--- config.mk ---
export PLATFORM = sky130hd
export DESIGN_NAME = asi_top
export DESIGN_NICKNAME = d
export VERILOG_FILES = /design/src/hdl/asi_pkg.sv /design/src/hdl/asi_decode.sv /design/src/hdl/asi_sha3.sv /design/src/hdl/asi_sha256.sv /design/src/hdl/asi_aes.sv /design/src/hdl/asi_result.sv /design/src/hdl/asi_top.sv
export SDC_FILE = /design/constraint.sdc
export NUM_CORES = 2
export LEC_CHECK = 0
export ABC_AREA = 1
export BUFFER_PORTS_ARGS = -buffer_cell sky130_fd_sc_hd__buf_2
export CAP_MARGIN = 40
export CORE_ASPECT_RATIO = 1.4
export CORE_MARGIN = 3
export CORE_UTILIZATION = 50
export DETAILED_ROUTE_END_ITERATION = 10
export GPL_TIMING_DRIVEN = 0
export PLACE_DENSITY = 0.66
export SKIP_LAST_GASP = 1
export SLEW_MARGIN = 20
export SYNTH_ARGS = -nofsm -noshare
export SYNTH_HDL_FRONTEND = slang
export SYNTH_HIERARCHICAL = 1
export SYNTH_SLANG_ARGS = --single-unit
--- constraint.sdc ---
create_clock -name g_clk -period 17.5 [get_ports g_clk]
set_input_delay 0.875 -clock g_clk [delete_from_list [all_inputs] [get_ports g_clk]]
set_output_delay 0.875 -clock g_clk [all_outputs]
set_load 0.01 [all_outputs]
--- src/hdl/asi_pkg.sv ---
package asi_pkg;

    // ----------------------------------------------------------
    // Widths
    // ----------------------------------------------------------
    localparam int XLEN = 32;                       // Data path width
    localparam int XL   = XLEN - 1;                 // Top bit index

    typedef logic [6:0] asi_uop_t;                  // Class [6:5], function [4:0]

    // Instruction classes
    localparam logic [1:0] ASI_CLS_NONE = 2'b00;
    localparam logic [1:0] ASI_CLS_AES  = 2'b01;
    localparam logic [1:0] ASI_CLS_SHA2 = 2'b10;
    localparam logic [1:0] ASI_CLS_SHA3 = 2'b11;

    // ----------------------------------------------------------
    // Micro-op codes
    // ----------------------------------------------------------
    localparam asi_uop_t ASI_SHA3_XY   = {ASI_CLS_SHA3, 5'd0};
    localparam asi_uop_t ASI_SHA3_X1   = {ASI_CLS_SHA3, 5'd1};
    localparam asi_uop_t ASI_SHA3_X2   = {ASI_CLS_SHA3, 5'd2};
    localparam asi_uop_t ASI_SHA3_X4   = {ASI_CLS_SHA3, 5'd3};
    localparam asi_uop_t ASI_SHA3_YX   = {ASI_CLS_SHA3, 5'd4};

    localparam asi_uop_t ASI_SHA256_S0 = {ASI_CLS_SHA2, 5'd0};  // Small sigma 0
    localparam asi_uop_t ASI_SHA256_S1 = {ASI_CLS_SHA2, 5'd1};  // Small sigma 1
    localparam asi_uop_t ASI_SHA256_S2 = {ASI_CLS_SHA2, 5'd2};  // Big sigma 0
    localparam asi_uop_t ASI_SHA256_S3 = {ASI_CLS_SHA2, 5'd3};  // Big sigma 1

    localparam asi_uop_t ASI_AES_ENCS  = {ASI_CLS_AES, 5'b00000};
    localparam asi_uop_t ASI_AES_ENCM  = {ASI_CLS_AES, 5'b00001};  // Bit 0 is mix
    localparam asi_uop_t ASI_AES_DECS  = {ASI_CLS_AES, 5'b00010};  // Bit 1 is decrypt
    localparam asi_uop_t ASI_AES_DECM  = {ASI_CLS_AES, 5'b00011};

    // ----------------------------------------------------------
    // Two readings of one micro-op word
    // ----------------------------------------------------------
    typedef struct packed {
        logic [1:0] cls;                            // Class
        logic [2:0] rsvd;                           // Must be zero
        logic       dec;                            // Inverse transform
        logic       mix;                            // MixColumns, else SubBytes
    } asi_aes_view_t;

    typedef struct packed {
        logic [1:0] cls;
        logic [4:0] fn;                             // Function number
    } asi_sha_view_t;

    typedef union packed {
        asi_aes_view_t aes_view;
        asi_sha_view_t sha_view;
    } asi_uop_u;

    // One-hot SHA3 select, bit positions below. XY is the plain case
    typedef logic [4:0] sha3_fn_t;
    localparam int SHA3_FN_X1 = 1;
    localparam int SHA3_FN_X2 = 2;
    localparam int SHA3_FN_X4 = 3;
    localparam int SHA3_FN_YX = 4;

    typedef struct packed {
        logic       sel_aes;                        // Class selects, at most one set
        logic       sel_sha2;
        logic       sel_sha3;
        logic       illegal;                        // Unknown code, result is zero
        sha3_fn_t   sha3_fn;
        logic [1:0] sha2_ss;                        // Which sigma
        logic       aes_dec;
        logic       aes_mix;
    } asi_op_t;

endpackage

--- src/hdl/asi_decode.sv ---
`timescale 1ns/10ps

module asi_decode (
    input  logic              valid,                // Instruction present
    input  asi_pkg::asi_uop_t uop,                  // Raw micro-op
    output asi_pkg::asi_op_t  op                    // Decoded controls
);
    import asi_pkg::*;

    asi_uop_u uop_u;                                // Union view of uop
    logic     sha2_ok;                              // Function in range
    logic     sha3_ok;
    logic     aes_ok;                               // Reserved bits clear

    assign uop_u   = uop;
    assign sha2_ok = uop_u.sha_view.fn < 5'd4;
    assign sha3_ok = uop_u.sha_view.fn < 5'd5;
    assign aes_ok  = uop_u.aes_view.rsvd == 3'b000;

    always_comb begin
        op         = '0;
        op.sha2_ss = uop_u.sha_view.fn[1:0];        // Pass-through fields
        op.aes_dec = uop_u.aes_view.dec;
        op.aes_mix = uop_u.aes_view.mix;
        if (valid) begin
            case (uop_u.sha_view.cls)
                ASI_CLS_AES: begin
                    op.sel_aes = aes_ok;
                    op.illegal = !aes_ok;
                end
                ASI_CLS_SHA2: begin
                    op.sel_sha2 = sha2_ok;
                    op.illegal  = !sha2_ok;
                end
                ASI_CLS_SHA3: begin
                    op.sel_sha3 = sha3_ok;
                    op.illegal  = !sha3_ok;
                    if (sha3_ok) begin
                        op.sha3_fn = sha3_fn_t'(5'd1 << uop_u.sha_view.fn[2:0]);  // One-hot
                    end
                end
                ASI_CLS_NONE: op.illegal = 1'b1;    // Nothing lives here
            endcase
        end
    end

    // One class per valid instruction, none without one
    always_comb begin
        a_one_class: assert final (valid ?
                $onehot({op.sel_aes, op.sel_sha2, op.sel_sha3, op.illegal}) :
                {op.sel_aes, op.sel_sha2, op.sel_sha3, op.illegal} == 4'b0000)
            else $error("asi_decode: class selects not exclusive");
    end

endmodule

--- src/hdl/asi_sha3.sv ---
`timescale 1ns/10ps

module asi_sha3 (
    input  asi_pkg::asi_op_t         op,
    input  logic [asi_pkg::XLEN-1:0] rs1,           // x coordinate source
    input  logic [asi_pkg::XLEN-1:0] rs2,           // y coordinate source
    input  logic [1:0]               shamt,         // Post shift
    output logic [asi_pkg::XLEN-1:0] result
);
    import asi_pkg::*;

    // 16 is 1 mod 5, so the nibbles of a word just add up
    function automatic logic [2:0] mod5_word(input logic [XL:0] v);
        logic [6:0] acc;
        acc = '0;
        for (int i = 0; i < XLEN / 4; i++) begin
            acc = acc + 7'(v[4*i +: 4]);
        end
        return 3'(acc % 7'd5);
    endfunction

    logic [2:0] x_base;                             // rs1 mod 5
    logic [2:0] y_base;                             // rs2 mod 5
    logic [2:0] x_off;                              // 0, 1, 2 or 4
    logic [2:0] x_sel;                              // Offset x mod 5
    logic [4:0] yx_sum;                             // 2x + 3y, at most 20
    logic [2:0] yx_hi;
    logic [4:0] idx;                                // Lane 0..24
    logic [7:0] idx_sh;

    assign x_base = mod5_word(rs1);
    assign y_base = mod5_word(rs2);
    // One-hot bits land on binary weights 1, 2, 4
    assign x_off  = {op.sha3_fn[SHA3_FN_X4], op.sha3_fn[SHA3_FN_X2], op.sha3_fn[SHA3_FN_X1]};
    assign x_sel  = 3'((5'(x_base) + 5'(x_off)) % 5'd5);
    assign yx_sum = 5'(x_base) * 5'd2 + 5'(y_base) * 5'd3;
    assign yx_hi  = 3'(yx_sum % 5'd5);

    assign idx    = op.sha3_fn[SHA3_FN_YX] ? 5'(y_base) + 5'd5 * 5'(yx_hi)
                                           : 5'(x_sel) + 5'd5 * 5'(y_base);
    assign idx_sh = 8'(idx) << shamt;               // Scale to byte offset
    assign result = op.sel_sha3 ? XLEN'(idx_sh) : '0;

endmodule

--- src/hdl/asi_sha256.sv ---
`timescale 1ns/10ps

module asi_sha256 (
    input  asi_pkg::asi_op_t         op,
    input  logic [asi_pkg::XLEN-1:0] rs1,
    output logic [asi_pkg::XLEN-1:0] result
);
    import asi_pkg::*;

    function automatic logic [XL:0] ror(input logic [XL:0] v, input int n);
        return (v >> n) | (v << (XLEN - n));
    endfunction

    logic [XL:0] src;                               // Gated operand

    assign src = {XLEN{op.sel_sha2}} & rs1;         // Quiet when unused

    // ----------------------------------------------------------
    // Sigma functions
    // ----------------------------------------------------------
    always_comb begin
        case (op.sha2_ss)
            2'd0: result = ror(src, 7)  ^ ror(src, 18) ^ (src >> 3);   // sigma0
            2'd1: result = ror(src, 17) ^ ror(src, 19) ^ (src >> 10);  // sigma1
            2'd2: result = ror(src, 2)  ^ ror(src, 13) ^ ror(src, 22); // Sum0
            2'd3: result = ror(src, 6)  ^ ror(src, 11) ^ ror(src, 25); // Sum1
        endcase
    end

endmodule

--- src/hdl/asi_aes.sv ---
`timescale 1ns/10ps

module asi_aes #(
    parameter int SBOX_LANES = 1                    // Bytes substituted per cycle
) (
    input  logic                     g_clk,
    input  logic                     rst_n,
    input  logic                     flush,         // Abort op in progress
    input  asi_pkg::asi_op_t         op,
    input  logic [asi_pkg::XLEN-1:0] rs1,           // One column, byte 0 low
    output logic                     ready,
    output logic [asi_pkg::XLEN-1:0] result
);
    import asi_pkg::*;

    localparam logic [1:0] LAST_STEP = 2'(4 / SBOX_LANES - 1);

    // ----------------------------------------------------------
    // GF(2^8) arithmetic, modulus x^8 + x^4 + x^3 + x + 1
    // ----------------------------------------------------------
    function automatic logic [7:0] xtime(input logic [7:0] a);
        return {a[6:0], 1'b0} ^ (a[7] ? 8'h1b : 8'h00);
    endfunction

    function automatic logic [7:0] gf_mul(input logic [7:0] a, input logic [7:0] b);
        logic [7:0] acc;
        logic [7:0] sh;
        acc = '0;
        sh  = a;
        for (int i = 0; i < 8; i++) begin
            if (b[i]) begin
                acc = acc ^ sh;
            end
            sh = xtime(sh);
        end
        return acc;
    endfunction

    // a^254, zero maps to zero
    function automatic logic [7:0] gf_inv(input logic [7:0] a);
        logic [7:0] sq;
        logic [7:0] acc;
        sq  = a;
        acc = 8'h01;
        for (int i = 1; i < 8; i++) begin
            sq  = gf_mul(sq, sq);                   // a^(2^i)
            acc = gf_mul(acc, sq);
        end
        return acc;
    endfunction

    function automatic logic [7:0] rotl8(input logic [7:0] a, input int n);
        return (a << n) | (a >> (8 - n));
    endfunction

    function automatic logic [7:0] sub_byte(input logic [7:0] b, input logic dec);
        logic [7:0] t;
        if (dec) begin
            t = rotl8(b, 1) ^ rotl8(b, 3) ^ rotl8(b, 6) ^ 8'h05;     // Inverse affine
            return gf_inv(t);
        end
        t = gf_inv(b);
        return t ^ rotl8(t, 1) ^ rotl8(t, 2) ^ rotl8(t, 3) ^ rotl8(t, 4) ^ 8'h63;
    endfunction

    // Row i takes coefficient (j - i) mod 4 for byte j
    function automatic logic [XL:0] mix_col(input logic [XL:0] col, input logic dec);
        logic [31:0] coef;
        logic [7:0]  acc;
        logic [XL:0] res;
        coef = dec ? 32'h090d0b0e : 32'h01010302;   // {c3 c2 c1 c0}
        res  = '0;
        for (int i = 0; i < 4; i++) begin
            acc = '0;
            for (int j = 0; j < 4; j++) begin
                acc = acc ^ gf_mul(coef[8*((j - i) & 3) +: 8], col[8*j +: 8]);
            end
            res[8*i +: 8] = acc;
        end
        return res;
    endfunction

    // ----------------------------------------------------------
    // Step control and lanes
    // ----------------------------------------------------------
    logic [1:0]  cnt;                               // Steps done so far
    logic        busy;                              // Result register complete
    logic [XL:0] res_q;
    logic [1:0]  base;                              // First byte of this step
    logic        last;                              // Final step of the op
    logic [7:0]  lane_out [SBOX_LANES];

    assign base   = 2'(cnt * SBOX_LANES);
    assign last   = op.aes_mix || (cnt == LAST_STEP);   // Mix is one step
    assign ready  = busy && !flush;
    assign result = res_q;

    for (genvar k = 0; k < SBOX_LANES; k++) begin : g_lane
        assign lane_out[k] = sub_byte(rs1[8*(base + k) +: 8], op.aes_dec);
    end

    always_ff @(posedge g_clk) begin
        if (!rst_n) begin
            busy <= 1'b0;
            cnt  <= '0;
        end else if (flush || busy) begin
            busy <= 1'b0;                           // Abort, or ready cycle passed
            cnt  <= '0;
        end else if (op.sel_aes) begin
            busy <= last;
            cnt  <= last ? 2'd0 : cnt + 2'd1;
        end
    end

    always_ff @(posedge g_clk) begin
        if (op.sel_aes && !busy) begin
            if (op.aes_mix) begin
                res_q <= mix_col(rs1, op.aes_dec);  // Whole column at once
            end else begin
                for (int k = 0; k < SBOX_LANES; k++) begin
                    res_q[8*(base + k) +: 8] <= lane_out[k];
                end
            end
        end
    end

    // ----------------------------------------------------------
    // Checks
    // ----------------------------------------------------------
    a_lanes: assert property (@(posedge g_clk) SBOX_LANES inside {1, 2, 4})
        else $error("asi_aes: SBOX_LANES must be 1, 2 or 4");
    a_ready_sel: assert property (@(posedge g_clk) disable iff (!rst_n)
            ready |-> op.sel_aes && $past(op.sel_aes))
        else $error("asi_aes: ready without a held AES op");
    a_ready_flush: assert property (@(posedge g_clk) disable iff (!rst_n) flush |-> !ready)
        else $error("asi_aes: ready during flush");

endmodule

--- src/hdl/asi_result.sv ---
`timescale 1ns/10ps

module asi_result (
    input  asi_pkg::asi_op_t         op,
    input  logic                     aes_ready,     // AES result register done
    input  logic [asi_pkg::XLEN-1:0] aes_result,
    input  logic [asi_pkg::XLEN-1:0] sha2_result,
    input  logic [asi_pkg::XLEN-1:0] sha3_result,
    output logic                     ready,
    output logic [asi_pkg::XLEN-1:0] result
);
    import asi_pkg::*;

    // ----------------------------------------------------------
    // AND-OR select, illegal falls through as zero
    // ----------------------------------------------------------
    assign result = ({XLEN{op.sel_aes}}  & aes_result)  |
                    ({XLEN{op.sel_sha2}} & sha2_result) |
                    ({XLEN{op.sel_sha3}} & sha3_result);

    // Combinational classes finish in the valid cycle
    assign ready = op.sel_sha2 ||
                   op.sel_sha3 ||
                   op.illegal  ||
                   (op.sel_aes && aes_ready);       // Multi-cycle class

endmodule

--- src/hdl/asi_top.sv ---
`timescale 1ns/10ps

module asi_top #(
    parameter int SBOX_LANES = 1                    // AES S-box lanes, 1, 2 or 4
) (
    input  logic                     g_clk,
    input  logic                     rst_n,
    input  logic                     asi_valid,     // Held until asi_ready
    input  logic                     asi_flush,     // Abort AES op
    input  asi_pkg::asi_uop_t        asi_uop,
    input  logic [asi_pkg::XLEN-1:0] asi_rs1,
    input  logic [asi_pkg::XLEN-1:0] asi_rs2,
    input  logic [1:0]               asi_shamt,     // SHA3 post shift
    output logic                     asi_ready,
    output logic [asi_pkg::XLEN-1:0] asi_result
);
    import asi_pkg::*;

    asi_op_t     op;                                // Decoded controls
    logic        aes_ready;
    logic [XL:0] aes_result;
    logic [XL:0] sha2_result;
    logic [XL:0] sha3_result;

    // ----------------------------------------------------------
    // Decode, execute, select
    // ----------------------------------------------------------
    asi_decode u_decode (
        .valid (asi_valid),
        .uop   (asi_uop),
        .op    (op)
    );

    asi_sha3 u_sha3 (
        .op     (op),
        .rs1    (asi_rs1),
        .rs2    (asi_rs2),
        .shamt  (asi_shamt),
        .result (sha3_result)
    );

    asi_sha256 u_sha256 (
        .op     (op),
        .rs1    (asi_rs1),
        .result (sha2_result)
    );

    asi_aes #(
        .SBOX_LANES (SBOX_LANES)
    ) u_aes (
        .g_clk  (g_clk),
        .rst_n  (rst_n),
        .flush  (asi_flush),
        .op     (op),
        .rs1    (asi_rs1),
        .ready  (aes_ready),
        .result (aes_result)
    );

    asi_result u_result (
        .op          (op),
        .aes_ready   (aes_ready),
        .aes_result  (aes_result),
        .sha2_result (sha2_result),
        .sha3_result (sha3_result),
        .ready       (asi_ready),
        .result      (asi_result)
    );

endmodule

==> out/qor.csv <==
stage;metric;value;unit
clock_tree;cts_buffer_depth;2;
worst_setup_path;timing.rr.start;u_aes/cnt[0];
finish;fin_nets;9896;
clock_tree;h-tree-depth;2;
worst_hold_path;hold_start;u_aes/busy;
clock_tree;numCtsBuffers;5;
drt;wl;202000;um
timing;slew_viol_final;0;
worst_hold_path;hold_path_depth;3;
timing;fin_tns_setup;0;ns
drt;via_per_inst;5.64;
timing;finalCriticalPeriod;16.38;ns
drt;drc;0;
timing;fin_crit_sh;93.6;%
finish;drive_gt1_share;9.37;%
worst_setup_path;r2r_cells;100;
place;hpwl;161000;um
clock_tree;post_cts_hold_buffer_count;0;
worst_setup_path;worstPathMaxFanout;10;
worst_setup_path;r2r-end;u_aes/result[20];
timing;skew;0.00671;ns
worst_setup_path;path_class;in -> reg;
timing;max_freq;61.0;MHz
grt;overflow;0;
drt;wl_per_cell;18.5;um
clock_tree;clkLatencyLatePin;0.28;ns
worst_hold_path;min_delay_worst_endpoint;u_aes/busy;
worst_setup_path;cpPeakStageDelay;0.50;ns
worst_setup_path;crit_slowest_cell;xnor2_1;
synthesis;ys.warnings.count;6;
grt;antenna_found_initial;4;
drt;firstDrtPassIters;9;
drt;drtIter0Drc;5696;
floorplanning;core;95600;um^2
clock_tree;clock-root-buffer;clkbuf_16;
worst_hold_path;holdCritPathClass;reg -> reg;
floorplanning;start_util;50.5;%
floorplanning;die_x;269;um
finish;num-fill-cells;10400;
timing;hold_violations;0;
grt;grt_pass1_wl;308000;um
timing;slew_headroom;39.2;%
worst_setup_path;crit_top_cell;nand2_1;
worst_setup_path;cp_data_arrival_time;16.36;ns
worst_setup_path;end_kind;flop;
floorplanning;rows;134;
drt;ant_nets;0;
synthesis;syn_avg_cell_area;5.07;um^2
finish;layout_common_cells;nand2_1 (3953), nand3_1 (1622), inv_1 (982);
clock_tree;clkTransAtPathRegs;0.06;ns
finish;area_delta_synth_final;5.99;%
status;outcome;finished clean;
drt;vias;61600;
worst_setup_path;required;17.47;ns
floorplanning;die_y;374;um
synthesis;postSynthCellCount;9519;
finish;final_common_cell;nand2_1;
worst_setup_path;ff2ff_setup_slack;1.44;ns
grt;grt_pass1_vias;56300;
timing;finalSetupViolCount;0;
timing;tightest_slew;0.905;ns
floorplanning;die_area;100000;um^2
clock_tree;cts_tree;built;
grt;groute.usage.overall;38.5;%
flow_run;drv_cap;0;
synthesis;syn_area;48200;um^2
grt;grt_max_degree;28;
worst_setup_path;start_kind;primary input;
floorplanning;io_pins;110;
place;place.gp.congestion;1.07;
clock_tree;cts_sinks;35;
place;portBuffers;109;
[worst max-delay path by stage]
stage / from / endpoint / cells after the start
global route: asi_rs1[31] / u_aes/result[20] / 114
CTS: asi_rs1[23] / u_aes/result[10] / 106
global placement: asi_rs1[23] / u_aes/result[16] / 99
finish: asi_rs1[18] / u_aes/result[16] / 87
floorplan: asi_rs1[23] / u_aes/result[27] / 95
detailed placement: asi_rs1[23] / u_aes/result[16] / 99
[cell type report]
class	instances	area [um^2]	area share (%)
antenna	3	7.51	0.0147
buffer	315	2130	4.16
clock buffer	5	125	0.245
clock inverter	3	25.0	0.0489
inverter	1136	4280	8.37
multi-input combinational	8055	41300	80.8
sequential	35	1020	2.00
tap	1224	1530	3.00
timing repair buffer	130	723	1.41
[what timing repair did]
item	in CTS	in global routing
setup buffers	0	12
pin swaps	0	8
endpoints found under the setup margin	32	32
resized for setup	3	96
[worst max-delay path, delay by kind of cell]
family	cells	cell delay, ns
simple gates	41	5.39
xor+xnor	20	4.88
buf+inv	19	3.36
compound gates	3	0.46
fa+ha+maj	4	1.33
[registers in the layout, indices dropped and copies added (netlist names)]
| signal | cells |
|---|---|
| u_aes/result | 32 |
| u_aes/busy | 1 |
| u_aes/cnt | 2 |
[layer usage]
layer	GRT usage, %	vias up	part of all wire [%]	wire, um
met5	0	-	0	0
met1	42.3	27800	37	74400
li1	-	30100	-	-
met2	67.7	2799	48	95800
met3	5.46	874	7.4	14900
met4	26.5	0	8.2	16500
[per-stage QoR]
step | hold WS [ns] | utilization, % | cells | setup WS, ns | area, um^2
6_report | 0.572 | 53.5 | 10900 | 1.12 | 51100
5_1_grt | 0.591 | 53.5 | 10900 | -0.0147 | 51100
4_1_cts | 0.559 | 52.9 | 10900 | 0.00681 | 50600
3_5_place_dp | 0.551 | 52.8 | 10900 | -0.629 | 50400
3_3_place_gp | 0.542 | 52.7 | 10900 | -0.587 | 50400
2_1_floorplan | 0.509 | - | 9542 | 4.07 | 48300
Power is left out: the tool's default activity adds up to more than one toggle a clock period on the data nets, which glitch-free logic cannot reach.
